$ cat config.mk
export PLATFORM = sky130hd
export DESIGN_NAME = packet_ram
export DESIGN_NICKNAME = d
export VERILOG_FILES = /design/src/chiplet_types_pkg.sv /design/src/packet_ram.sv
export SDC_FILE = /design/constraint.sdc
export NUM_CORES = 2
export LEC_CHECK = 0
export ABC_CLOCK_PERIOD_IN_PS = 4470
export BUFFER_PORTS_ARGS = -buffer_cell sky130_fd_sc_hd__buf_2
export CORE_ASPECT_RATIO = 0.8
export CORE_UTILIZATION = 45
export DETAILED_ROUTE_END_ITERATION = 8
export GPL_ROUTABILITY_DRIVEN = 0
export MAX_ROUTING_LAYER = met4
export PLACE_DENSITY_LB_ADDON = 0.08
export SYNTH_ARGS = -nofsm -noshare
export SYNTH_HDL_FRONTEND = slang
export SYNTH_SLANG_ARGS = --single-unit
$ cat constraint.sdc
create_clock -name clk -period 4.47 [get_ports clk]
set_clock_uncertainty 0.15 [all_clocks]
set_input_delay 0.447 -clock clk [delete_from_list [all_inputs] [get_ports clk]]
set_output_delay 0.447 -clock clk [all_outputs]
set_load 0.02 [all_outputs]
$ cat src/chiplet_types_pkg.sv
package chiplet_types_pkg;

    //////////////////////////////////////////////////////////////////////
    // sizes and identity
    //////////////////////////////////////////////////////////////////////

    localparam int NUM_MSGS  = 4;
    localparam int MSG_IDX_W = $clog2(NUM_MSGS);
    localparam int BUF_WORDS = 128;
    localparam int BUF_AW    = 7;
    localparam int BUF_BYTES = BUF_WORDS * 4;

    localparam logic [3:0] NODE_ID = 4'd0;  // fixed source id.

    //////////////////////////////////////////////////////////////////////
    // host address map, byte addresses
    //////////////////////////////////////////////////////////////////////

    localparam logic [15:0] START_BASE    = 16'h0000;
    localparam logic [15:0] SEND_ADDR     = 16'h1004;
    localparam logic [15:0] RX_COUNT_ADDR = 16'h1008;
    localparam logic [15:0] TX_BUF_BASE   = 16'h2000;
    localparam logic [15:0] RX_BUF_BASE   = 16'h3000;

    // packetizer state codes
    localparam logic [2:0] PK_IDLE      = 3'd0;
    localparam logic [2:0] PK_RD_HDR    = 3'd1;
    localparam logic [2:0] PK_SEND_HEAD = 3'd2;
    localparam logic [2:0] PK_RD_WORD   = 3'd3;
    localparam logic [2:0] PK_SEND_BODY = 3'd4;

    //////////////////////////////////////////////////////////////////////
    // flits
    //////////////////////////////////////////////////////////////////////

    typedef enum logic [1:0] {
        HEAD = 2'd0,
        BODY = 2'd1,
        TAIL = 2'd2
    } flit_kind_t;

    typedef struct packed {
        flit_kind_t           kind;
        logic [3:0]           dest;
        logic [3:0]           src;
        logic [MSG_IDX_W-1:0] msg_id;
        logic [7:0]           length;    // body flits that follow.
        logic [13:0]          reserved;
    } head_flit_t;

    typedef struct packed {
        flit_kind_t  kind;
        logic [31:0] payload;
    } data_flit_t;

    // same 34 bits, routing view or raw payload view
    typedef union packed {
        head_flit_t head;
        data_flit_t data;
    } flit_t;

    //////////////////////////////////////////////////////////////////////
    // host bus and internal requests
    //////////////////////////////////////////////////////////////////////

    typedef struct packed {
        logic        ren;
        logic        wen;
        logic [15:0] addr;
        logic [31:0] wdata;
    } host_req_t;

    typedef struct packed {
        logic [31:0] rdata;
        logic        rvalid;
        logic        error;
    } host_rsp_t;

    typedef struct packed {
        logic                 valid;
        logic [MSG_IDX_W-1:0] msg_id;
        logic [BUF_AW-1:0]    start;  // word address of the header.
    } send_req_t;

    typedef struct packed {
        logic              en;
        logic [BUF_AW-1:0] addr;
        logic [31:0]       data;
    } ram_wr_t;

    typedef struct packed {
        logic              en;
        logic [BUF_AW-1:0] addr;
    } ram_rd_t;

endpackage

$ cat src/packet_ram.sv
`timescale 1ns/1ps

module packet_ram (
    input  logic                       clk,
    input  chiplet_types_pkg::ram_wr_t wr,
    input  chiplet_types_pkg::ram_rd_t rd,
    output logic [31:0]                rd_data
);
    import chiplet_types_pkg::*;

    logic [31:0] mem [0:BUF_WORDS-1];

    always_ff @(posedge clk) begin
        if (wr.en) begin
            mem[wr.addr] <= wr.data;
        end
    end

    // one cycle read latency, output holds between reads.
    always_ff @(posedge clk) begin
        if (rd.en) begin
            rd_data <= mem[rd.addr];
        end
    end

endmodule

==> impl_metrics.yaml <==
layout:
  area_growth_pct: 15.20
  final_cells: 11543
  drive_above_1_share_pct: 36.70
  final_util_pct: 52.17
  fin_nets: 6597
setup_path:
  arrival_ns: 3.69
  critPathRequiredTime_ns: 5.00
  cp_max_fo: 32
  r2r_end: "rd_data[22]"
  endpoint: "rd_data[28]"
  r2r-start: "mem[54][22]"
  ff2ff_setup_slack_ns: 1.48
  crit_path_start_kind: "input port"
  path_class: "in2reg"
  startpoint: "rd[0]"
  critPathCaptureType: "register"
  r2r_cells: 4
floorplanning:
  ios: 81
  die-area_um2: 350400
  initial_utilization_pct: 45.29
  chipWidth_um: 661.5
  coreArea_um2: 345800
  rows: 193
  die_height_um: 529.6
synthesis:
  synth_top_cell_area_share_pct: 79.16
  ys_seq_elements: 4128
  synth-async-reset-ratio_pct: 0
  syn_inst: 5990
  yosysTopAreaCell: "edfxtp_1"
  syn-cell-area_um2: 156600
  syn_avg_cell_area_um2: 26.14
  synth_edf_count: 4128
  ys_types: 16
  synth.net_count: 6039
  ys_warn_count: 0
  yosysMostFrequentCell: "edfxtp_1"
  yosys-top-cells-area: "edfxtp_1 (79%), mux4_2 (19%), clkbuf_1 (0.44%), nor2_1 (0.29%), buf_2 (0.25%)"
  yosys-top-cells-count: "edfxtp_1 (4128), mux4_2 (1344), clkbuf_1 (182), nor2_1 (122), buf_2 (79)"
  yosysSeqAreaShare_pct: 79.16
  synthFlopType: "edfxtp_1"
detailed_routing:
  dr_total_vias: 72153
  routed_via_density: 6.251
  drt-pass1-iter-count: 5
  routed_wirelength_mm: 452.8
  initialDrtViolationCount: 10950
  drc: 0
  antenna_left: 0
  routedWlPerCell_um: 39.23
clocking:
  cts_sinks: 4128
  cts_tree: "done"
  clkLatencyLatePin_ns: 0.96
  clock_path_buffers: 4
  cts-root-buf: "clkbuf_16"
  clk_pin_slew_ns: 0.06
  cts_max_level: 5
  cts-resized-gates: 0
  numCtsBuffers: 403
timing:
  maxSlewViolCount: 0
  layout_setup_ws_ns: 1.314
  tns_ns: 0
  rsz0062_at_grt: "false"
  tightest_slew_ns: 1.269
  timing.slew.headroom_pct: 15.41
  max_freq_mhz: 316.9
  hold_violations: 0
  post-route-min-period_ns: 3.156
  hold_ws_ns: 0.06439
  period_share_pct: 70.60
  finalSetupViolCount: 0
power_and_ir_drop:
  power.density_nw_per_um2: 449.9
  ir_worst_vdd_mv: 0.3078
  p_leak_nw: 55.11
global_route:
  grt_pass1_vias: 71285
  overflow: 0
  grt_usage_pct: 26.76
  grt_pass1_wl_mm: 616.9
  antenna_found_initial: 88
  grt_max_degree: 129
placed_design:
  dpl.hpwl_mm: 256.7
  pre_cts_slack_ns: 0.2948
  portBuffers: 80
  dp_cells: 10700
worst_hold_path:
  hold_path_class: "in2reg"
status:
  status: "completed"
flow_run:
  maxCapViolations: 0
## final cells by class
class	instances	area, um^2
fill	26266	165400
sequential	4128	124000
multi-input combinational	1546	32290
clock buffer	493	10640
tap	4582	5733
timing repair buffer	469	5281
clock inverter	249	2305
antenna	76	190.2
## power breakdown
part	total, mW	leakage, nW	internal [mW]	switching (mW)
Clock	33.7	6.33	19.2	14.6
Combinational	4.53	11.6	1.66	2.87
Sequential	42.9	37.1	42.8	0.107
## cells in the final DEF, fill, tap and decap left out, drive strengths merged, types with 25 or more instances in the layout
master and n:
edfxtp 4128, mux4 1344, clkbuf 493, buf 444, clkinv 189, nor2 122, diode 76, bufinv 39
mux2 32, dlygate4sd3 25
## repair_timing
| action | 4_1_cts | 5_1_grt |
|---|---|---|
| endpoints found under the hold margin | 1018 | 0 |
| hold buffers | 25 | 0 |
| buffers inserted | 0 | 0 |
## state kept, by name (all words and copies together), names as in the netlist
signal and count:
rd_data 32, mem 4096
## cells by family after synthesis
group | Yosys count | share of synthesized area (%)
flops | 4128 | 79.16
buf+inv | 316 | 0.8373
mux | 1376 | 19.56
simple gates | 170 | 0.4450
## per-stage QoR
stage	instance area, um^2	power [mW]
after detailed placement	167000	48.26
final	180400	81.16
after global routing	180400	83.28
after floorplan	156600	45.75
after global placement	167000	48.20
after CTS	180200	81.77
## worst max-delay path: stages
cell and delay (ns):
buf_12 0.21, buf_12 0.24, buf_12 0.27, buf_4 0.29
mux4_2 0.53, mux4_2 0.68, mux4_2 0.61, mux2_2 0.30
## per-layer routing
layer | wire, um | share of wire [%] | vias up | GRT usage [%]
met4 | 8453 | 1.9 | 0 | 5.456
met1 | 200800 | 44 | 40757 | 40.57
met5 | 0 | 0 | - | -
li1 | - | - | 27714 | -
met2 | 207100 | 46 | 3180 | 38.76
met3 | 36440 | 8.0 | 502 | 4.372
## worst min-delay path by stage
stage,from,end,slack (ns),cells after the start
floorplan,wr[0],mem[0][0],0.40,0
global placement,wr[11],mem[32][11],0.62,1
detailed placement,wr[11],mem[32][11],0.63,1
CTS,wr[39],mem[80][1],0.008,4
global route,wr[19],mem[91][19],0.06,1
finish,wr[17],mem[81][17],0.06,1
(Power assumes the default switching activity.)
