## src/chiplet_types_pkg.sv

```systemverilog
package chiplet_types_pkg;

    //////////////////////////////////////////////////////////////////////
    // sizes and identity
    //////////////////////////////////////////////////////////////////////

    localparam int NUM_MSGS  = 4;
    localparam int MSG_IDX_W = $clog2(NUM_MSGS);
    localparam int BUF_WORDS = 128;
    localparam int BUF_AW    = 7;
    localparam int BUF_BYTES = BUF_WORDS * 4;

    localparam logic [3:0] NODE_ID = 4'd0;  // fixed source id.

    //////////////////////////////////////////////////////////////////////
    // host address map, byte addresses
    //////////////////////////////////////////////////////////////////////

    localparam logic [15:0] START_BASE    = 16'h0000;
    localparam logic [15:0] SEND_ADDR     = 16'h1004;
    localparam logic [15:0] RX_COUNT_ADDR = 16'h1008;
    localparam logic [15:0] TX_BUF_BASE   = 16'h2000;
    localparam logic [15:0] RX_BUF_BASE   = 16'h3000;

    // packetizer state codes
    localparam logic [2:0] PK_IDLE      = 3'd0;
    localparam logic [2:0] PK_RD_HDR    = 3'd1;
    localparam logic [2:0] PK_SEND_HEAD = 3'd2;
    localparam logic [2:0] PK_RD_WORD   = 3'd3;
    localparam logic [2:0] PK_SEND_BODY = 3'd4;

    //////////////////////////////////////////////////////////////////////
    // flits
    //////////////////////////////////////////////////////////////////////

    typedef enum logic [1:0] {
        HEAD = 2'd0,
        BODY = 2'd1,
        TAIL = 2'd2
    } flit_kind_t;

    typedef struct packed {
        flit_kind_t           kind;
        logic [3:0]           dest;
        logic [3:0]           src;
        logic [MSG_IDX_W-1:0] msg_id;
        logic [7:0]           length;    // body flits that follow.
        logic [13:0]          reserved;
    } head_flit_t;

    typedef struct packed {
        flit_kind_t  kind;
        logic [31:0] payload;
    } data_flit_t;

    // same 34 bits, routing view or raw payload view
    typedef union packed {
        head_flit_t head;
        data_flit_t data;
    } flit_t;

    //////////////////////////////////////////////////////////////////////
    // host bus and internal requests
    //////////////////////////////////////////////////////////////////////

    typedef struct packed {
        logic        ren;
        logic        wen;
        logic [15:0] addr;
        logic [31:0] wdata;
    } host_req_t;

    typedef struct packed {
        logic [31:0] rdata;
        logic        rvalid;
        logic        error;
    } host_rsp_t;

    typedef struct packed {
        logic                 valid;
        logic [MSG_IDX_W-1:0] msg_id;
        logic [BUF_AW-1:0]    start;  // word address of the header.
    } send_req_t;

    typedef struct packed {
        logic              en;
        logic [BUF_AW-1:0] addr;
        logic [31:0]       data;
    } ram_wr_t;

    typedef struct packed {
        logic              en;
        logic [BUF_AW-1:0] addr;
    } ram_rd_t;

endpackage

```

## src/rx_collector.sv

```systemverilog
`timescale 1ns/1ps

module rx_collector (
    input  logic                       clk,
    input  logic                       n_rst,
    input  logic                       data_ready,
    input  chiplet_types_pkg::flit_t   rx_flit,
    output chiplet_types_pkg::ram_wr_t rx_wr,
    output logic [7:0]                 rx_msg_count
);
    import chiplet_types_pkg::*;

    logic [BUF_AW-1:0] wr_ptr;
    logic              msg_open;
    logic              is_head;
    logic              is_tail;
    logic              msg_done;

    assign is_head  = rx_flit.head.kind == HEAD;
    assign is_tail  = rx_flit.head.kind == TAIL;
    assign msg_done = data_ready && (is_tail || (is_head && rx_flit.head.length == 8'd0));

    // every flit is stored raw, head fields included.
    assign rx_wr = '{en: data_ready, addr: wr_ptr, data: rx_flit.data.payload};

    always_ff @(posedge clk, negedge n_rst) begin
        if (!n_rst) begin
            wr_ptr       <= '0;
            msg_open     <= 1'b0;
            rx_msg_count <= '0;
        end else begin
            if (data_ready) begin
                wr_ptr <= wr_ptr + 1'b1;
                if (is_head) begin
                    msg_open <= rx_flit.head.length != 8'd0;
                end else if (is_tail) begin
                    msg_open <= 1'b0;
                end
            end
            if (msg_done) begin
                rx_msg_count <= rx_msg_count + 8'd1;
            end
        end
    end

    body_in_msg_a: assert property (@(posedge clk) disable iff (!n_rst)
        data_ready && !is_head |-> msg_open);

endmodule

```

## config.mk

```make
export PLATFORM = sky130hd
export DESIGN_NAME = rx_collector
export DESIGN_NICKNAME = d
export VERILOG_FILES = /design/src/chiplet_types_pkg.sv /design/src/rx_collector.sv
export SDC_FILE = /design/constraint.sdc
export NUM_CORES = 1
export LEC_CHECK = 0
export ABC_CLOCK_PERIOD_IN_PS = 1400
export BUFFER_PORTS_ARGS = -buffer_cell sky130_fd_sc_hd__buf_2
export CAP_MARGIN = 10
export CORE_ASPECT_RATIO = 1.5
export CORE_MARGIN = 1.5
export CORE_UTILIZATION = 37
export DETAILED_ROUTE_END_ITERATION = 10
export GPL_TIMING_DRIVEN = 0
export HOLD_SLACK_MARGIN = 0.03
export PLACE_DENSITY = 0.81
export SLEW_MARGIN = 25
export SYNTH_ARGS = -nofsm -noshare
export SYNTH_HDL_FRONTEND = slang
export SYNTH_SLANG_ARGS = --single-unit
```

## constraint.sdc

```tcl
create_clock -name clk -period 1.4 [get_ports clk]
set_input_delay 0.42 -clock clk [delete_from_list [all_inputs] [get_ports clk]]
set_output_delay 0.42 -clock clk [all_outputs]
set_load 0.1 [all_outputs]
```

==> results.md <==
- The via count of the first global-routing pass is 816.
- The final instance count without filler cells is 185.
- The total overflow left after global routing is 0.
- The final count of pins violating max slew came to 0.
- In this run the remaining antenna-violating nets after routing total 0.
- In the layout the commonest cells are buf_4, buf_2, xor2_1.
- Routability-driven placement finished with a final weighted congestion of 0.660.
- The tool flagged a number of max-cap violations equal to 0.
- Dividing the final minimum period by the clock period gives 100%.
- The number of cells produced by synthesis is 89.
- The number of placed instances, taps included, is 173.
- The number of nets produced by synthesis is 128.
- The floorplan step defined a die boundary enclosing 2860 sq um.
- The number of fill cells is 200.
- In this run, CTS created clock tree buffers numbering 3.
- The routed via count is 851.
- The family with the most delay on the worst path is flip-flops.
- In this run the tool buffered the top-level ports with 60 buffer cells.
- The maximum buffer depth of the clock tree is 2.
- The cell type with the highest aggregate area in the netlist is dfrtp_1.
- STA classifies the critical path endpoint as an output pin.
- VDD sags by at most 1.84 mV.
- In this run the core area contains 22 standard-cell rows.
- After detailed routing, the number of vias per cell comes to 4.60.
- Detailed placement ended at an HPWL of 1690 um.
- The total number of yosys warnings is 0.
- The number of ports placed on the die boundary is 85.
- Clock-pin slew was measured on the worst setup and hold paths at 0.09 ns.
- Summing all placed instances gives a cell area of 1330 sq um.
- The type of element launching the critical path is a flip-flop.
- In this run the worst setup path begins at rx_msg_count[2]$_DFFE_PN0P_.
- The pre-CTS setup slack is -0.262 ns.
- The final hold violation count is 0.
- The startpoint identified for the worst register-to-register timing path is wr_ptr[0]$_DFFE_PN0P_.
- The clock reaches the later pin of the worst-skew pair after 0.29 ns.
- The hold-fix buffer count after cts is 0.
- The first global-routing pass estimated 3630 um of wire.
- The fraction of layout cells with a size suffix above 1 is 78.9%.
- The cell with the largest stage delay on the worst path is dfrtp_4.
- The largest net degree at the start of global routing is 16.
- The number of antenna diodes in the final layout is 0.
- The final worst slack is -0.00482 ns.
- The area occupied by multi-input gates is 362 sq um.
- Dividing total power by cell area gives a power density of 2440 nW/um^2.
- The top cell type's share of synthesized area is 39.9%.
- Data on the critical path arrives at its endpoint at 0.98 ns.
- The longest individual stage delay on the worst path is 0.52 ns.
- The area growth from synthesis to layout is 74.2%.
- The post-synthesis instance area is 940 sq um.
- For the finished layout, the period the worst path requires is 1.40 ns.
- The worst hold path belongs to the class input port to async pin.
- The critical path goes through buf_12.
- The final reports fail on negative setup slack.
- Setup repair after global routing could not meet its margin everywhere.
- Derived from the worst setup path, the maximum achievable clock frequency is 0.712 GHz.
- The sum of internal, switching and leakage power is 0.00399 W.
- The TritonCTS clock tree is built.
- The peak fanout along the critical path is 6.
- After synthesis, flip-flops and latches occupy 39.9% of the total area.
- The floorplan die height is 64.7 um.
- The library cell used most frequently in the layout, excluding fill and tap cells, is buf_4.
- The CTS H-tree depth is 1.
- For the final database, setup skew stands at 0.00430 ns.
- At the pin with the least slew margin, the transition time is 0.489 ns.
- In the final routed layout, each cell accounts on average for 12.7 um.
- The library cell used as clock root buffer is clkbuf_4.
- The layout net count is 201.
- Together, buffers and inverters on the worst path number 1.
- In the routed design, unresolved DRC markers number 0.
- The headroom to the max-slew limit is 67.6%.
- The region available for standard cell placement spans 2420 sq um.
- The cell area after layout is 1640 sq um.
- In this run, synthesis produced a sequential element count of 15.
- The total of endpoints with negative setup slack in the final report is 1.
- Summed over all cells, the static leakage comes to 0.828 nW.
- The mean post-synth cell area is 10.6 sq um.
- The clock drives 15 sinks.
- In the global route stage, overall resource usage came out at 16.9%.
- The sequential cells in the finished layout cover a total of 410 sq um.
- For this block, the routed nets add up to 2360 um of wire.
- The first routing iteration left 2 violations.
- The initial cell density of the core is 38.8%.
- The worst path required time is 0.98 ns.
- Yosys mapped the design onto 18 distinct sky130hd cell types.
- The number of antenna violations at the first check in global routing came to 0.
- The run finished, with violations left.
- The tightest hold path in the finished design has a slack of 0.0207 ns.
- By area the synthesized netlist is led by dfrtp_1, buf_4, xor2_1, xnor2_1, ha_1.
- The kind of critical path is flip-flop to output pin.
- Measured along the x axis, the die boundary spans 44.1 um.
- The first detailed-routing pass ran for 3 iterations.
[stage by stage]
| step | setup TNS [ns] | util (%) |
|---|---|---|
| after floorplan | 0 | - |
| after global placement | -1.48 | 54.7 |
| after detailed placement | -1.97 | 54.7 |
| after CTS | -0.0171 | 65.2 |
| after global routing | -0.0628 | 67.6 |
| final | -0.00482 | 67.6 |
[synth_stat cells]
library cell / count
nand4_1: 2
or2b_4: 1
nor4b_2: 1
nor2_1: 3
a21oi_2: 1
and4_1: 1
xor2_1: 10
dfrtp_1: 15
buf_4: 33
nand3_1: 2
mux2_2: 2
nor3_1: 2
nor3b_1: 1
nor4_2: 2
ha_1: 2
nor4_1: 2
xnor2_1: 3
nand2_1: 6
[power by group]
group	internal, W	switching, W	leakage (nW)	total (W)
combinational	0.000900	0.00195	0.640	0.00285
sequential	0.000672	0.000222	0.174	0.000895
clock	0.000111	0.000137	0.0150	0.000248
[sequential cells by signal (all words and copies together), names as in the netlist]
register and count:
rx_msg_count 8, wr_ptr 7
[kinds of logic after synthesis]
family                     share of synthesized area [%]
and+or+nand+nor                                     15.6
buffers and inverters                               26.4
AOI/OAI and AO/OA                                  0.932
muxes                                               2.40
adders and majority gates                           2.66
xor gates and xnor gates                            12.1
DFF                                                 39.9
[layer usage]
layer	GRT usage, %	vias up	routed length [um]
met3	1.95	3	216
met1	18.0	395	797
met4	5.68	0	30
met2	32.5	49	1310
met5	0	-	0
li1	-	404	-
[layout make-up]
type,instances,share of cell area [%]
repair buffers,68,34.3
well taps,24,1.83
flip-flops and latches,15,25.1
clock buffers,4,1.61
plain buffers,33,15.1
multi-input cells,41,22.1
[path summary, 6_finish.rpt]
path / end / slack (ns) / depth (start not counted)
setup / recovery: rx_msg_count[2] / -0.005 / 1
hold / removal: wr_ptr[3]$_DFFE_PN0P_ / 0.02 / 1
setup reg to reg: wr_ptr[6]$_DFFE_PN0P_ / 0.07 / 5
hold reg to reg: rx_msg_count[6]$_DFFE_PN0P_ / 0.50 / 1
max in group asynchronous: wr_ptr[0]$_DFFE_PN0P_ / 1.09 / 1
min in group clk: wr_ptr[0]$_DFFE_PN0P_ / 0.40 / 2
[timing repair]
action,in CTS,in global routing
endpoints found under the hold margin,0,0
buffers inserted,7,1
setup endpoints to repair,24,14
pin swaps,0,2
resized for setup,52,11
(Power assumes the default switching activity.)
