### src/chiplet_types_pkg.sv
package chiplet_types_pkg;

    //////////////////////////////////////////////////////////////////////
    // sizes and identity
    //////////////////////////////////////////////////////////////////////

    localparam int NUM_MSGS  = 4;
    localparam int MSG_IDX_W = $clog2(NUM_MSGS);
    localparam int BUF_WORDS = 128;
    localparam int BUF_AW    = 7;
    localparam int BUF_BYTES = BUF_WORDS * 4;

    localparam logic [3:0] NODE_ID = 4'd0;  // fixed source id.

    //////////////////////////////////////////////////////////////////////
    // host address map, byte addresses
    //////////////////////////////////////////////////////////////////////

    localparam logic [15:0] START_BASE    = 16'h0000;
    localparam logic [15:0] SEND_ADDR     = 16'h1004;
    localparam logic [15:0] RX_COUNT_ADDR = 16'h1008;
    localparam logic [15:0] TX_BUF_BASE   = 16'h2000;
    localparam logic [15:0] RX_BUF_BASE   = 16'h3000;

    // packetizer state codes
    localparam logic [2:0] PK_IDLE      = 3'd0;
    localparam logic [2:0] PK_RD_HDR    = 3'd1;
    localparam logic [2:0] PK_SEND_HEAD = 3'd2;
    localparam logic [2:0] PK_RD_WORD   = 3'd3;
    localparam logic [2:0] PK_SEND_BODY = 3'd4;

    //////////////////////////////////////////////////////////////////////
    // flits
    //////////////////////////////////////////////////////////////////////

    typedef enum logic [1:0] {
        HEAD = 2'd0,
        BODY = 2'd1,
        TAIL = 2'd2
    } flit_kind_t;

    typedef struct packed {
        flit_kind_t           kind;
        logic [3:0]           dest;
        logic [3:0]           src;
        logic [MSG_IDX_W-1:0] msg_id;
        logic [7:0]           length;    // body flits that follow.
        logic [13:0]          reserved;
    } head_flit_t;

    typedef struct packed {
        flit_kind_t  kind;
        logic [31:0] payload;
    } data_flit_t;

    // same 34 bits, routing view or raw payload view
    typedef union packed {
        head_flit_t head;
        data_flit_t data;
    } flit_t;

    //////////////////////////////////////////////////////////////////////
    // host bus and internal requests
    //////////////////////////////////////////////////////////////////////

    typedef struct packed {
        logic        ren;
        logic        wen;
        logic [15:0] addr;
        logic [31:0] wdata;
    } host_req_t;

    typedef struct packed {
        logic [31:0] rdata;
        logic        rvalid;
        logic        error;
    } host_rsp_t;

    typedef struct packed {
        logic                 valid;
        logic [MSG_IDX_W-1:0] msg_id;
        logic [BUF_AW-1:0]    start;  // word address of the header.
    } send_req_t;

    typedef struct packed {
        logic              en;
        logic [BUF_AW-1:0] addr;
        logic [31:0]       data;
    } ram_wr_t;

    typedef struct packed {
        logic              en;
        logic [BUF_AW-1:0] addr;
    } ram_rd_t;

endpackage

### src/tx_packetizer.sv
`timescale 1ns/1ps

module tx_packetizer (
    input  logic                         clk,
    input  logic                         n_rst,
    input  chiplet_types_pkg::send_req_t offer,
    input  logic [31:0]                  rd_data,
    input  logic                         tx_ready,
    output logic                         take,
    output chiplet_types_pkg::ram_rd_t   tx_rd,
    output chiplet_types_pkg::flit_t     tx_flit,
    output logic                         tx_valid
);
    import chiplet_types_pkg::*;

    logic [2:0]           state;
    logic [7:0]           remaining;   // body flits not yet fetched.
    logic [BUF_AW-1:0]    ptr;
    logic [MSG_IDX_W-1:0] msg_id;
    logic                 sent;
    logic                 sending;

    assign sent    = tx_valid && tx_ready;
    assign sending = (state == PK_SEND_HEAD) || (state == PK_SEND_BODY);
    assign take    = (state == PK_IDLE) && offer.valid;

    //////////////////////////////////////////////////////////////////////
    // buffer reads
    //////////////////////////////////////////////////////////////////////

    always_comb begin
        tx_rd.en   = 1'b0;
        tx_rd.addr = ptr + 1'b1;                 // wraps at BUF_WORDS.
        if (state == PK_IDLE) begin
            tx_rd.en   = offer.valid;
            tx_rd.addr = offer.start;            // header word.
        end else if (sending) begin
            tx_rd.en = sent && (remaining != 8'd0);
        end
    end

    //////////////////////////////////////////////////////////////////////
    // FSM
    //////////////////////////////////////////////////////////////////////

    always_ff @(posedge clk, negedge n_rst) begin
        if (!n_rst) begin
            state     <= PK_IDLE;
            tx_valid  <= 1'b0;
            remaining <= '0;
        end else begin
            case (state)
                PK_IDLE: begin
                    if (offer.valid) begin
                        state <= PK_RD_HDR;
                    end
                end
                PK_RD_HDR: begin
                    remaining <= rd_data[15:8];
                    tx_valid  <= 1'b1;
                    state     <= PK_SEND_HEAD;
                end
                PK_SEND_HEAD, PK_SEND_BODY: begin
                    if (sent) begin
                        tx_valid <= 1'b0;
                        if (remaining != 8'd0) begin
                            remaining <= remaining - 8'd1;
                            state     <= PK_RD_WORD;
                        end else begin
                            state <= PK_IDLE;
                        end
                    end
                end
                PK_RD_WORD: begin
                    tx_valid <= 1'b1;
                    state    <= PK_SEND_BODY;
                end
                default: state <= PK_IDLE;
            endcase
        end
    end

    // flit and address registers load only while tx_valid is low.
    always_ff @(posedge clk) begin
        if (take) begin
            msg_id <= offer.msg_id;
        end
        if (tx_rd.en) begin
            ptr <= tx_rd.addr;
        end
        if (state == PK_RD_HDR) begin
            tx_flit.head <= '{kind: HEAD, dest: rd_data[3:0], src: NODE_ID, msg_id: msg_id,
                              length: rd_data[15:8], reserved: '0};
        end else if (state == PK_RD_WORD) begin
            tx_flit.data <= '{kind: (remaining == 8'd0) ? TAIL : BODY, payload: rd_data};
        end
    end

    flit_hold_a: assert property (@(posedge clk) disable iff (!n_rst)
        tx_valid && !tx_ready |=> tx_valid && $stable(tx_flit));

endmodule

### config.mk
export PLATFORM = sky130hd
export DESIGN_NAME = tx_packetizer
export DESIGN_NICKNAME = d
export VERILOG_FILES = /design/src/chiplet_types_pkg.sv /design/src/tx_packetizer.sv
export SDC_FILE = /design/constraint.sdc
export NUM_CORES = 1
export LEC_CHECK = 0
export BUFFER_PORTS_ARGS = -buffer_cell sky130_fd_sc_hd__buf_2
export CAP_MARGIN = 40
export CORE_MARGIN = 5
export CORE_UTILIZATION = 50
export CTS_CLUSTER_DIAMETER = 60
export DETAILED_ROUTE_END_ITERATION = 8
export HOLD_SLACK_MARGIN = 0.03
export PLACE_DENSITY = 0.8
export SYNTH_ARGS = -nofsm -noshare
export SYNTH_HDL_FRONTEND = slang
export SYNTH_SLANG_ARGS = --single-unit
### constraint.sdc
create_clock -name clk -period 5.25 [get_ports clk]
set_input_delay 0.7875 -clock clk [delete_from_list [all_inputs] [get_ports clk]]
set_output_delay 0.7875 -clock clk [all_outputs]
set_load 0.03 [all_outputs]
==> impl_table.tex <==
\begin{tabular}{lr}
\hline
Metric & Value \\
\hline
\multicolumn{2}{l}{\textbf{Drt}} \\
Wirelength per Cell & 15.18 um \\
First-iteration detailed-routing DRC count & 136 \\
Detail Route Antenna Nets & 0 \\
Total via count in the routed design & 2194 \\
Pre-antenna DRT Iters & 4 \\
Post-Route WL & 6.165 mm \\
Vias per inst & 5.404 \\
DRC violation count after routing & 0 \\
\multicolumn{2}{l}{\textbf{Clock tree}} \\
Cell at the root of the clock tree & clkbuf\_8 \\
Clock buffer count from CTS & 5 \\
CTS tree & yes \\
Maximum count of clock buffers along a single path & 2 \\
Clock latency on the worst-skew pair & 0.31 ns \\
Clock slew at reported path FFs & 0.09 ns \\
Number of clock sinks & 55 \\
Number of gates resized after cts & 0 \\
Maximum level of the CTS H-tree & 2 \\
Number of setup buffers added after CTS & 0 \\
Hold-fix buffers at CTS & 0 \\
\multicolumn{2}{l}{\textbf{Global routing}} \\
Global router's overall resource usage & about a fifth \\
Antenna violations before repair & 0 \\
Largest net degree at the start of global routing & 36 \\
Number of global-route vias before repair & 2055 \\
Wire length of the first global-routing pass & 9.818 mm \\
Overflow left after global routing & 0 \\
\multicolumn{2}{l}{\textbf{Outcome}} \\
Run status & complete, no violations \\
\multicolumn{2}{l}{\textbf{Yosys}} \\
Fraction of registers with async set or reset after synthesis & 21.82\% \\
Proportion of synthesized chip area in sequential cells & a little under three fifths \\
Register bit count reported by yosys & 55 \\
Avg Inst Size Synth & 9.862 sq um \\
Yosys cell types & 36 \\
Most frequent cell after synthesis & nand2\_1 \\
Count of mapped cells out of synthesis & roughly 260 \\
Number of flops mapped to enable cells by yosys & 23 \\
Cells taking the most area after synthesis & edfxtp\_1 (27\%), dfxtp\_1 (16\%), dfrtp\_1 (12\%) \\
Synth cell count leaders & nand2\_1 (53), nor2\_1 (28), nand3\_1 (25), edfxtp\_1 (23), dfxtp\_1 (20) \\
Cell type contributing the most total cell area after synthesis & edfxtp\_1 \\
Synthesized area & 2515 sq um \\
Number of nets in the synthesized netlist & 303 \\
Number of warnings issued by yosys & 0 \\
Share of the synthesized area in the top cell type & 27.46\% \\
Most instantiated flip-flop cell in the synthesis netlist & edfxtp\_1 \\
\multicolumn{2}{l}{\textbf{Pwr}} \\
Pwr Density & 722.7 nW/um\^{}2 \\
Maximum vdd drop & 0.3102 mV \\
Leak pwr & between 1 and 1.5 nW \\
Tot Pwr & about 2.3 mW \\
\multicolumn{2}{l}{\textbf{Job}} \\
Max-cap violations & 0 \\
\multicolumn{2}{l}{\textbf{Placed design}} \\
Total half-perimeter wirelength after legalization and detailed placement & 4.527 mm \\
Placed Instance Area & $\sim$3000 sq um \\
Port-buffer cells & 88 \\
Worst setup slack after placement & 2.010 ns \\
RePlAce Congestion & 0.9173 \\
\multicolumn{2}{l}{\textbf{Worst setup path}} \\
CP Data Required Time & 4.46 ns \\
Critical path capture point type & output pin \\
Startpoint class of the critical path & register \\
CP Max Fanout & 15 \\
Signal arrival time at the worst endpoint & 2.83 ns \\
Path type of the worst setup path & reg -> out \\
\multicolumn{2}{l}{\textbf{STA}} \\
Setup violation total in the final timing report & 0 \\
Worst Setup Slack, final & 1.628 ns \\
RSZ-0062 raised after global routing & false \\
Final hold vios & 0 \\
Max transition margin & 47.99\% \\
Achievable frequency & 276.1 MHz \\
Setup total negative slack & 0 ns \\
Final period demand of the worst path & 3.622 ns \\
Worst Clk Skew & 0.005687 ns \\
Transition at the pin with the smallest max-transition slack & 0.7801 ns \\
Pins Over Slew Limit & 0 \\
Part of the cycle the worst path needs & 69.00\% \\
\multicolumn{2}{l}{\textbf{Floorplanning}} \\
Io pins & roughly 90 \\
Die area & 6548 sq um \\
Die boundary width & between 80 and 90 um \\
Die height & 80.92 um \\
Standard cell core area & 4817 sq um \\
Number of standard-cell rows in the floorplan & 25 \\
Initial core utilization & 52.21\% \\
\multicolumn{2}{l}{\textbf{Final layout}} \\
Proportion of layout cells with a drive suffix above 1 & 30.97\% \\
Net count of the finished layout & 386 \\
Post-layout instance area & 3117 sq um \\
Number of fill cells in the layout & 422 \\
Area growth from synthesis to layout & 23.93\% \\
Diodes inserted & 0 \\
\multicolumn{2}{l}{\textbf{Worst hold path}} \\
Path category of the worst min-delay check & in -> async \\
\hline
\end{tabular}
[per-stage QoR]
| step | hold WS (ns) | instances | utilization [%] |
|---|---|---|---|
| final | 0.3429 | 406 | 64.70 |
| after global routing | 0.3542 | 406 | 64.70 |
| after CTS | 0.3507 | 406 | 64.70 |
| after detailed placement | 0.4239 | 398 | 62.73 |
| after global placement | 0.4189 | 397 | 62.16 |
| after floorplan | 0.4919 | 255 | - |
[cells in the final DEF, fill, tap and decap left out, drive strengths merged, types with 2 or more instances in the layout]
cell / netlist / routed
ha: 3 / 3
a21oi: 11 / 11
or3: 2 / 2
edfxtp: 23 / 23
buf: 3 / 91
dfrtp: 12 / 12
o311ai: 2 / 2
nor4b: 2 / 2
xor2: 2 / 2
mux2: 2 / 2
dfxtp: 20 / 20
o221ai: 6 / 6
nor2: 28 / 28
nand2: 53 / 53
o21ai: 6 / 6
nor3: 2 / 2
nand3: 25 / 25
clkbuf: 12 / 7
o211ai: 2 / 2
xnor2: 4 / 4
nor4: 3 / 3
inv: 4 / 4
o22ai: 2 / 2
mux2i: 15 / 15
[cell families after synthesis]
group           Yosys count  synth area share, %
simple gates            122                21.79
flops                    55                55.32
compound gates           33                9.303
buf+inv                  19                2.985
mux                      17                7.015
xor+xnor                  6                2.090
fa+ha+maj                 3                1.493
[critical path, cell delays in order (launching register included)]
cell and delay (ns):
dfrtp_1 0.75, xnor2_1 0.31, or2_1 0.46, o22ai_1 0.68
buf_2 0.33
[area by class of cell]
| class | instances | area [sq um] | share of cell area (%) |
|---|---|---|---|
| flip-flops and latches | 55 | 1391 | 44.64 |
| well taps | 67 | 83.83 | 2.690 |
| multi-input cells | 181 | 1049 | 33.64 |
| clock buffers | 7 | 86.33 | 2.770 |
| inverters | 4 | 15.01 | 0.4817 |
| clock inverters | 1 | 8.758 | 0.2810 |
| repair buffers | 91 | 483.0 | 15.50 |
[registers in the layout, summed over array words and instances, names as in the netlist]
register,flops
tx_flit,34
remaining,8
msg_id,2
state,3
tx_valid,1
ptr,7
[final timing paths]
path,end,startpoint,slack [ns],depth (start not counted)
setup / recovery,tx_rd[7],state[1],1.63,4
hold / removal,state[0],n_rst,0.34,1
setup reg to reg,ptr[2],state[1],2.69,3
hold reg to reg,tx_flit[26],tx_flit[26],0.44,2
max in group asynchronous,remaining[2],n_rst,4.69,1
min in group clk,tx_flit[26],tx_flit[26],0.44,2
[power by group]
group	internal, mW	switching, mW	total [mW]
combinational	0.382	0.804	1.19
sequential	0.680	0.145	0.825
clock	0.108	0.134	0.242
total	1.17	1.08	2.25
[metal layers]
layer / up-vias / wire length [um] / track usage (%)
li1: 1061 / - / -
met1: 1036 / 2646 / 24.81
met2: 81 / 2891 / 31.03
met3: 16 / 434 / 4.435
met4: 0 / 193 / 8.446
met5: - / 0 / 0
(Power assumes the default switching activity.)
