==> config.mk <==
export PLATFORM = sky130hd
export DESIGN_NAME = host_regs
export DESIGN_NICKNAME = d
export VERILOG_FILES = /design/src/chiplet_types_pkg.sv /design/src/host_regs.sv
export SDC_FILE = /design/constraint.sdc
export NUM_CORES = 1
export LEC_CHECK = 0
export ABC_AREA = 1
export BUFFER_PORTS_ARGS = -buffer_cell sky130_fd_sc_hd__buf_2
export CAP_MARGIN = 20
export CORE_UTILIZATION = 40
export DETAILED_ROUTE_END_ITERATION = 10
export HOLD_SLACK_MARGIN = 0.1
export PLACE_DENSITY = 0.91
export SLEW_MARGIN = 20
export SYNTH_ARGS = -nofsm -noshare
export SYNTH_HDL_FRONTEND = slang
export SYNTH_SLANG_ARGS = --single-unit
==> constraint.sdc <==
create_clock -name clk -period 1.4 [get_ports clk]
set_input_delay 0.21 -clock clk [delete_from_list [all_inputs] [get_ports clk]]
set_output_delay 0.21 -clock clk [all_outputs]
set_load 0.02 [all_outputs]
==> src/chiplet_types_pkg.sv <==
package chiplet_types_pkg;

    //////////////////////////////////////////////////////////////////////
    // sizes and identity
    //////////////////////////////////////////////////////////////////////

    localparam int NUM_MSGS  = 4;
    localparam int MSG_IDX_W = $clog2(NUM_MSGS);
    localparam int BUF_WORDS = 128;
    localparam int BUF_AW    = 7;
    localparam int BUF_BYTES = BUF_WORDS * 4;

    localparam logic [3:0] NODE_ID = 4'd0;  // fixed source id.

    //////////////////////////////////////////////////////////////////////
    // host address map, byte addresses
    //////////////////////////////////////////////////////////////////////

    localparam logic [15:0] START_BASE    = 16'h0000;
    localparam logic [15:0] SEND_ADDR     = 16'h1004;
    localparam logic [15:0] RX_COUNT_ADDR = 16'h1008;
    localparam logic [15:0] TX_BUF_BASE   = 16'h2000;
    localparam logic [15:0] RX_BUF_BASE   = 16'h3000;

    // packetizer state codes
    localparam logic [2:0] PK_IDLE      = 3'd0;
    localparam logic [2:0] PK_RD_HDR    = 3'd1;
    localparam logic [2:0] PK_SEND_HEAD = 3'd2;
    localparam logic [2:0] PK_RD_WORD   = 3'd3;
    localparam logic [2:0] PK_SEND_BODY = 3'd4;

    //////////////////////////////////////////////////////////////////////
    // flits
    //////////////////////////////////////////////////////////////////////

    typedef enum logic [1:0] {
        HEAD = 2'd0,
        BODY = 2'd1,
        TAIL = 2'd2
    } flit_kind_t;

    typedef struct packed {
        flit_kind_t           kind;
        logic [3:0]           dest;
        logic [3:0]           src;
        logic [MSG_IDX_W-1:0] msg_id;
        logic [7:0]           length;    // body flits that follow.
        logic [13:0]          reserved;
    } head_flit_t;

    typedef struct packed {
        flit_kind_t  kind;
        logic [31:0] payload;
    } data_flit_t;

    // same 34 bits, routing view or raw payload view
    typedef union packed {
        head_flit_t head;
        data_flit_t data;
    } flit_t;

    //////////////////////////////////////////////////////////////////////
    // host bus and internal requests
    //////////////////////////////////////////////////////////////////////

    typedef struct packed {
        logic        ren;
        logic        wen;
        logic [15:0] addr;
        logic [31:0] wdata;
    } host_req_t;

    typedef struct packed {
        logic [31:0] rdata;
        logic        rvalid;
        logic        error;
    } host_rsp_t;

    typedef struct packed {
        logic                 valid;
        logic [MSG_IDX_W-1:0] msg_id;
        logic [BUF_AW-1:0]    start;  // word address of the header.
    } send_req_t;

    typedef struct packed {
        logic              en;
        logic [BUF_AW-1:0] addr;
        logic [31:0]       data;
    } ram_wr_t;

    typedef struct packed {
        logic              en;
        logic [BUF_AW-1:0] addr;
    } ram_rd_t;

endpackage

==> src/host_regs.sv <==
`timescale 1ns/1ps

module host_regs (
    input  logic                                   clk,
    input  logic                                   n_rst,
    input  chiplet_types_pkg::host_req_t           host_req,
    input  logic [31:0]                            rx_rd_data,
    input  logic [7:0]                             rx_msg_count,
    output chiplet_types_pkg::host_rsp_t           host_rsp,
    output logic [chiplet_types_pkg::NUM_MSGS-1:0] trigger,
    output logic [chiplet_types_pkg::NUM_MSGS-1:0][chiplet_types_pkg::BUF_AW-1:0] start_addrs,
    output chiplet_types_pkg::ram_wr_t             tx_wr,
    output chiplet_types_pkg::ram_rd_t             rx_rd
);
    import chiplet_types_pkg::*;

    logic [15:0]          start_off;
    logic [15:0]          tx_off;
    logic [15:0]          rx_off;
    logic                 in_start;
    logic                 in_tx;
    logic                 in_rx;
    logic                 is_send;
    logic                 is_count;
    logic                 send_ok;
    logic [MSG_IDX_W-1:0] slot;
    logic                 err;
    logic [31:0]          rdata_mux;
    logic                 rvalid_q;
    logic                 rd_start_q;
    logic                 rd_count_q;
    logic                 rd_rx_q;
    logic [MSG_IDX_W-1:0] rd_slot_q;

    //////////////////////////////////////////////////////////////////////
    // address decode
    //////////////////////////////////////////////////////////////////////

    assign start_off = host_req.addr - START_BASE;
    assign tx_off    = host_req.addr - TX_BUF_BASE;
    assign rx_off    = host_req.addr - RX_BUF_BASE;

    assign in_start = start_off < 16'(NUM_MSGS * 4);
    assign in_tx    = tx_off < 16'(BUF_BYTES);
    assign in_rx    = rx_off < 16'(BUF_BYTES);
    assign is_send  = host_req.addr == SEND_ADDR;
    assign is_count = host_req.addr == RX_COUNT_ADDR;

    assign slot    = start_off[2 +: MSG_IDX_W];
    assign send_ok = host_req.wdata < 32'(NUM_MSGS);

    // buffer ports are word addressed.
    assign tx_wr = '{en: host_req.wen && in_tx, addr: tx_off[BUF_AW+1:2], data: host_req.wdata};
    assign rx_rd = '{en: host_req.ren && in_rx, addr: rx_off[BUF_AW+1:2]};

    always_comb begin
        trigger = '0;
        if (host_req.wen && is_send && send_ok) begin
            trigger[host_req.wdata[MSG_IDX_W-1:0]] = 1'b1;
        end
    end

    always_comb begin
        err = 1'b0;
        if (host_req.ren || host_req.wen) begin
            if (in_start) begin
                err = 1'b0;
            end else if (is_send) begin
                err = host_req.wen && !send_ok;  // a read just returns 0.
            end else if (is_count) begin
                err = host_req.wen;              // count is read only.
            end else if (in_tx) begin
                err = host_req.ren;
            end else if (in_rx) begin
                err = host_req.wen;
            end else begin
                err = 1'b1;                      // unmapped.
            end
        end
    end

    //////////////////////////////////////////////////////////////////////
    // registers and read return
    //////////////////////////////////////////////////////////////////////

    always_ff @(posedge clk, negedge n_rst) begin
        if (!n_rst) begin
            start_addrs <= '0;
            rvalid_q    <= 1'b0;
            rd_start_q  <= 1'b0;
            rd_count_q  <= 1'b0;
            rd_rx_q     <= 1'b0;
            rd_slot_q   <= '0;
        end else begin
            if (host_req.wen && in_start) begin
                start_addrs[slot] <= host_req.wdata[BUF_AW+1:2];
            end
            rvalid_q   <= host_req.ren;
            rd_start_q <= host_req.ren && in_start;
            rd_count_q <= host_req.ren && is_count;
            rd_rx_q    <= host_req.ren && in_rx;
            rd_slot_q  <= slot;
        end
    end

    always_comb begin
        rdata_mux = '0;                  // error reads return 0.
        if (rd_rx_q) begin
            rdata_mux = rx_rd_data;
        end else if (rd_start_q) begin
            rdata_mux = 32'({start_addrs[rd_slot_q], 2'b00});
        end else if (rd_count_q) begin
            rdata_mux = 32'(rx_msg_count);
        end
    end

    assign host_rsp = '{rdata: rdata_mux, rvalid: rvalid_q, error: err};

    one_strobe_a: assert property (@(posedge clk) disable iff (!n_rst)
        !(host_req.ren && host_req.wen));

endmodule

==> results.py, run 1 <==
metrics = {
    "layout": {
        "finalNetCount": 701,
        "final_layout_size_suffix_gt1_frac": 0.568,
        "regArea_sq_um": 852,
        "area_delta_synth_final_pct": 70.9,
        "final.fill_count": 448,
        "n_antenna_cell": 0,
        "multi_input_area_sq_um": 1440,
    },
    "grt": {
        "grt_overflow": 0,
        "grt_pass1_vias": 3047,
        "grt_usage": 0.254,
        "grt_pass1_wl_mm": 13.0,
        "antenna_found_initial": 0,
        "grt_max_degree": 35,
    },
    "power": {
        "comb_power_share": 0.287,
        "swShare": 0.303,
        "switching_power_w": 0.000728,
        "clock_power_share": 0.299,
        "vdd_drop_max_mv": 0.555,
        "power_leakage_nw": 2.60,
        "p_int_w": 0.00167,
        "p_seq_frac": 0.413,
        "powerDensity_nw_per_um2": 547,
    },
    "clock_network": {
        "htree_levels": 2,
        "cts_tree": "yes",
        "clk_latency_ns": 0.28,
        "path_clk_slew_ns": 0.06,
        "cts.sinks": 34,
        "cts_root_buffer": "clkbuf_8",
        "cts.path.max_buffers": 2,
        "cts_buffers": 5,
    },
    "worst_setup_path": {
        "arrival_ns": 1.52,
        "reg2regPathDepth": 2,
        "crit_path_cell_trace": "inv_2, buf_6, o21ai_2, o22ai_2, nand3_1, nand3_1, buf_6",
        "path_buf_inv": 3,
        "reg2reg_slack_ns": 0.72,
        "crit_family": "flip-flops",
        "cp-start-kind": "register",
        "cp_slowest_cell": "dfrtp_1",
        "cp-end-kind": "output port",
        "slowest_delay_ns": 0.40,
        "critical_path_required_ns": 1.19,
        "path_max_fanout": 5,
        "reg2reg_from": "start_addrs[9]",
        "worstSetupPathType": "reg2out",
        "rr_endpoint": "start_addrs[9]",
    },
    "status": {
        "status": "finished with violations",
        "violations": "negative setup slack",
    },
    "floorplan": {
        "die_h_um": 82.2,
        "initial_utilization": 0.424,
        "pin_count": 206,
        "core_area_sq_um": 6060,
        "die-area_sq_um": 6760,
        "die_w_um": 82.2,
        "fp-row-count": 28,
    },
    "logic_synthesis": {
        "synth_ff_type": "dfrtp_1",
        "synthCells": 401,
        "syn_area_per_cell_sq_um": 6.42,
        "synthTopCellsByCount": "nand2_1, nor2_1, buf_4",
        "syn-cell-area_sq_um": 2570,
        "synthTopCellsByArea": "dfrtp_1, nand2_1, buf_4",
        "synth_edf_count": 0,
        "yosysSeqAreaShare": 0.331,
        "yosys.cell_count.top_type": "nand2_1",
        "ys_types": 20,
        "synth_warnings": 0,
        "syn_nets": 495,
        "ys_ff_latch": 34,
        "synthArstFlopShare": 1.00,
        "yosysTopAreaCell": "dfrtp_1",
        "synth_top_area_share": 0.331,
    },
    "timing": {
        "finalSetupViolCount": 19,
        "slew_headroom": 0.711,
        "hold_viol_final": 0,
        "worst_pin_slew_ns": 0.434,
        "timing.fmax_ghz": 0.579,
        "grt_setup_unrepaired": "yes",
        "timing.hold.ws_ns": 0.181,
        "fin_crit_ns": 1.73,
        "skew_ns": 0,
        "final.setup.tns_ns": -2.67,
        "fin_crit_sh": 1.23,
        "finalMaxSlewViolations": 0,
        "setup_ws_ns": -0.328,
    },
    "detailed_routing": {
        "drtPass1Iterations": 5,
        "wirelength_mm": 10.0,
        "drc_errors": 0,
        "first_iter_violations": 211,
        "viasPerCell": 5.13,
        "vias": 3496,
        "postRouteAntennaNets": 0,
        "wl_per_cell_um": 14.7,
    },
    "min_path": {
        "holdPathStages": 2,
        "hold_path_end": "rd_slot_q[0]",
        "min_from": "host_req[34]",
        "hold_path_class": "in2reg",
    },
    "placed_design": {
        "io_buffers": 205,
        "dp_slack_ns": -0.153,
        "hpwlAfterDp_mm": 6.77,
        "place_congestion": 0.886,
    },
    "run": {
        "max_cap_viol_count": 0,
    },
}
-- timing repair --
item	4_1_cts	5_1_grt
endpoints found under the setup margin	39	39
setup buffers	6	4
pin swaps	22	34
resized for setup	96	103
hold buffers	2	0
hold endpoints to repair	35	0
cloned	2	1
-- cell usage in the layout (no fill, tap or decap), types with 8 or more instances in the layout --
| cell | count |
|---|---|
| buf_2 | 155 |
| buf_4 | 49 |
| buf_6 | 44 |
| dfrtp_1 | 33 |
| inv_1 | 25 |
| inv_2 | 20 |
| nand2_1 | 133 |
| nand2_2 | 10 |
| nand3_1 | 18 |
| nand3_2 | 9 |
| nor2_1 | 35 |
| nor2_2 | 8 |
| nor2_4 | 18 |
| o21ai_1 | 8 |
-- sequential cells by signal (all words and copies together), names as in the netlist --
name	cells
rd_slot_q	2
start_addrs	28
rd_rx_q	1
rd_start_q	1
rvalid_q	1
rd_count_q	1
-- worst max-delay path by stage --
stage | start | to | slack, ns | cells after the start
after detailed placement | host_req[47] | host_rsp[0] | -0.15 | 9
after global routing | rd_slot_q[0] | host_rsp[7] | -0.41 | 7
final | rd_slot_q[0] | host_rsp[8] | -0.33 | 7
after CTS | rd_slot_q[0] | host_rsp[5] | -0.28 | 7
after floorplan | rd_rx_q | host_rsp[9] | 0.004 | 5
after global placement | host_req[47] | host_rsp[0] | -0.11 | 9
-- layer usage --
layer	routed length, um	global-route usage
met1	3350	0.261
met2	5380	0.498
met3	918	0.0440
met4	349	0.104
met5	0	0
-- metrics by stage --
step	total power, W	instances	cell area [sq um]	util
global route	0.00249	681	4400	0.725
detailed placement	0.00154	660	3560	0.588
finish	0.00240	681	4400	0.725
floorplan	0.00131	401	2570	-
global placement	0.00153	660	3560	0.588
CTS	0.00229	676	4010	0.661
-- cell type report --
type,count,share of cell area
clock buffers,6,0.0188
inverters,48,0.0447
multi-input cells,263,0.327
flip-flops and latches,34,0.194
well taps,75,0.0213
repair buffers,254,0.393
repair inverters,1,0.00171
-- power groups by stage --
stage                     registers [W]  clock network (W)  logic (W)
final                          0.000994           0.000720   0.000690
after detailed placement        0.00101                  0   0.000529
after CTS                      0.000992           0.000715   0.000586
after global routing           0.000993           0.000762   0.000735
after floorplan                 0.00101                  0   0.000297
after global placement          0.00101                  0   0.000518
-- worst reg2reg max path, stage by stage (launching register included) --
cell and delay (ns):
dfrtp_1 0.42, nand2_1 0.10, nand2_1 0.05
-- kinds of logic after synthesis --
logic type / Yosys count / synth area share
AOI/OAI and AO/OA: 23 / 0.0481
and+or+nand+nor: 238 / 0.390
buffers and inverters: 104 / 0.222
DFF: 34 / 0.331
adders and majority gates: 2 / 0.00973
(Power assumes the default switching activity.)
==> run 2, diff against run 1 <==
- ABC_AREA: 1 -> unset
- CORE_UTILIZATION: 40 -> 39
==> results.py, run 2 <==
metrics = {
    "worst_setup_path": {
        "worstSetupPathType": "reg2out",
        "path_buf_inv": 3,
        "slowest_delay_ns": 0.54,
        "reg2regPathDepth": 2,
        "path_max_fanout": 6,
        "reg2reg_from": "start_addrs[19]",
        "crit_path_cell_trace": "buf_12, buf_4, mux4_2, nand2_2, o21ai_2, buf_6",
        "cp-end-kind": "output port",
        "cp_slowest_cell": "mux4_2",
        "arrival_ns": 1.84,
        "rr_endpoint": "start_addrs[19]",
        "reg2reg_slack_ns": 0.47,
        "crit_family": "multiplexers",
        "cp-start-kind": "register",
        "critical_path_required_ns": 1.19,
    },
    "grt": {
        "grt_usage": 0.312,
        "grt_max_degree": 35,
        "grt_overflow": 0,
        "grt_pass1_vias": 2883,
        "antenna_found_initial": 0,
        "grt_pass1_wl_mm": 14.6,
    },
    "placed_design": {
        "dp.cells": 525,
        "place_congestion": 0.842,
        "hpwlAfterDp_mm": 6.60,
        "dp_slack_ns": -0.877,
        "io_buffers": 205,
    },
    "clock_network": {
        "cts_tree": "yes",
        "clk_latency_ns": 0.29,
        "path_clk_slew_ns": 0.07,
        "htree_levels": 2,
        "cts_buffers": 5,
        "cts.path.max_buffers": 2,
        "cts_root_buffer": "clkbuf_8",
        "cts.sinks": 34,
    },
    "run": {
        "max_cap_viol_count": 0,
    },
    "layout": {
        "finalNetCount": 569,
        "final_common_cell": "buf_2",
        "biggestRegsByFlops": "start_addrs: 28 flops, rd_slot_q: 2 flops",
        "fin_cells": 551,
        "regMostFlops": "start_addrs",
        "final.fill_count": 278,
        "n_antenna_cell": 0,
        "final_layout_size_suffix_gt1_frac": 0.847,
        "final_cell_mix": "buf_2, buf_4, buf_6",
        "largest_reg_flops": 28,
        "area_delta_synth_final_pct": 100,
    },
    "logic_synthesis": {
        "synthTopCellsByCount": "buf_4, dfrtp_1, and2_1",
        "yosys.cell_count.top_type": "buf_4",
        "synth_top_area_share": 0.357,
        "synthArstFlopShare": 1.00,
        "synth_ff_type": "dfrtp_1",
        "synth_warnings": 0,
        "yosysTopAreaCell": "dfrtp_1",
        "synthAdderAreaFrac": 0.0105,
        "syn-cell-area_sq_um": 2390,
        "ys_ff_latch": 34,
        "syn_area_per_cell_sq_um": 10.1,
        "synth_edf_count": 0,
        "yosysSeqAreaShare": 0.357,
        "synthTopCellsByArea": "dfrtp_1, buf_4, mux2_2",
        "synth-compound-area-share": 0.0535,
        "synth-simple-area-share": 0.188,
        "synth_top_family_by_area": "multiplexers",
        "ys_types": 35,
        "synth.area.mux_share": 0.209,
        "synthCells": 236,
        "syn_nets": 330,
        "synth_xor_area_frac": 0.00734,
    },
    "status": {
        "violations": "negative setup slack",
        "status": "finished with violations",
    },
    "timing": {
        "hold_viol_final": 0,
        "slew_headroom": 0.705,
        "skew_ns": 0,
        "fin_crit_ns": 2.05,
        "finalMaxSlewViolations": 0,
        "fin_crit_sh": 1.47,
        "timing.hold.ws_ns": 0.137,
        "worst_pin_slew_ns": 0.443,
        "timing.fmax_ghz": 0.487,
        "setup_ws_ns": -0.655,
        "grt_setup_unrepaired": "yes",
        "finalSetupViolCount": 67,
    },
    "floorplan": {
        "pin_count": 206,
        "fp-row-count": 28,
        "die_w_um": 80.2,
        "initial_utilization": 0.403,
        "die_h_um": 80.2,
        "die-area_sq_um": 6430,
        "core_area_sq_um": 5920,
    },
    "detailed_routing": {
        "first_iter_violations": 160,
        "viasPerCell": 5.48,
        "wl_per_cell_um": 22.1,
        "drtPass1Iterations": 4,
        "vias": 3020,
        "postRouteAntennaNets": 0,
        "wirelength_mm": 12.2,
        "drc_errors": 0,
    },
    "power": {
        "vdd_drop_max_mv": 0.336,
        "power_leakage_nw": 2.53,
        "powerDensity_nw_per_um2": 504,
    },
    "min_path": {
        "hold_path_class": "in2reg",
        "min_from": "host_req[34]",
        "holdPathStages": 1,
        "hold_path_end": "rd_slot_q[0]",
    },
}
## run 2: cell types whose count changed in the layout (fill, tap and decap cells not counted), sizes merged, moves of 7 or more
cell | before | now
mux2 | 0 | 28
and2 | 0 | 24
buf | 251 | 284
nand3 | 28 | 2
mux4 | 0 | 7
nor2 | 61 | 10
nor4 | 0 | 10
nand2 | 144 | 19
inv | 47 | 3
## run 2: timing repair
action | in CTS | in global routing
cloned | 1 | 6
buffers inserted | 12 | 7
pin swaps | 32 | 26
endpoints found under the setup margin | 46 | 68
hold buffers | 2 | 0
resized for setup | 99 | 95
endpoints found under the hold margin | 35 | 0
## run 2: worst reg2reg max path, delay by kind of cell, from the launching register on
kind / cells / cell delay [ns]
mux: 1 / 0.27
buf+inv: 1 / 0.15
flops: 1 / 0.40
## run 2: cell type report
type	count	area (sq um)	share of cell area
multi-input combinational	141	1580	0.331
clock inverter	1	5.00	0.00105
timing repair buffer	290	2140	0.448
tap	75	93.8	0.0197
clock buffer	7	86.3	0.0181
inverter	3	16.3	0.00341
sequential	34	852	0.179
## run 2: metrics by stage
step | TNS [ns] | area [sq um] | total power [W] | util
detailed placement | -27.95 | 3800 | 0.00152 | 0.641
floorplan | -16.43 | 2540 | 0.00128 | -
CTS | -18.20 | 4410 | 0.00233 | 0.744
global placement | -26.06 | 3800 | 0.00151 | 0.641
global route | -24.67 | 4770 | 0.00248 | 0.806
finish | -21.97 | 4770 | 0.00241 | 0.806
## run 2: metal layers
metal  vias up  track usage  share of wire
met4         0        0.207          0.062
li1       1262            -              -
met3        73       0.0807          0.089
met5         -            0              0
met1      1441        0.304           0.33
met2       244        0.574           0.52
## run 2: how the worst max path moves through the flow
stage | startpoint | end | slack (ns) | cells after the start
2_1_floorplan | host_req[45] | start_addrs[0] | -0.67 | 7
3_3_place_gp | host_req[45] | start_addrs[0] | -0.83 | 7
3_5_place_dp | host_req[45] | start_addrs[6] | -0.88 | 7
4_1_cts | rd_slot_q[0] | host_rsp[4] | -0.58 | 5
5_1_grt | rd_slot_q[0] | host_rsp[10] | -0.70 | 6
6_report | rd_slot_q[0] | host_rsp[10] | -0.65 | 6
## run 2: kinds of logic after synthesis
logic type | Yosys count
AND/OR/NAND/NOR | 82
buffers and inverters | 61
multiplexers | 35
flip-flops | 34
AO/OA/AOI/OAI | 20
XOR/XNOR | 2
adder cells (fa/ha/maj) | 2
## run 2: report_power, final
part / switching [W] / leakage (nW) / internal, W
Clock: 0.000378 / 0.0482 / 0.000397
Sequential: 0.00000552 / 0.467 / 0.000987
Combinational: 0.000353 / 2.01 / 0.000286
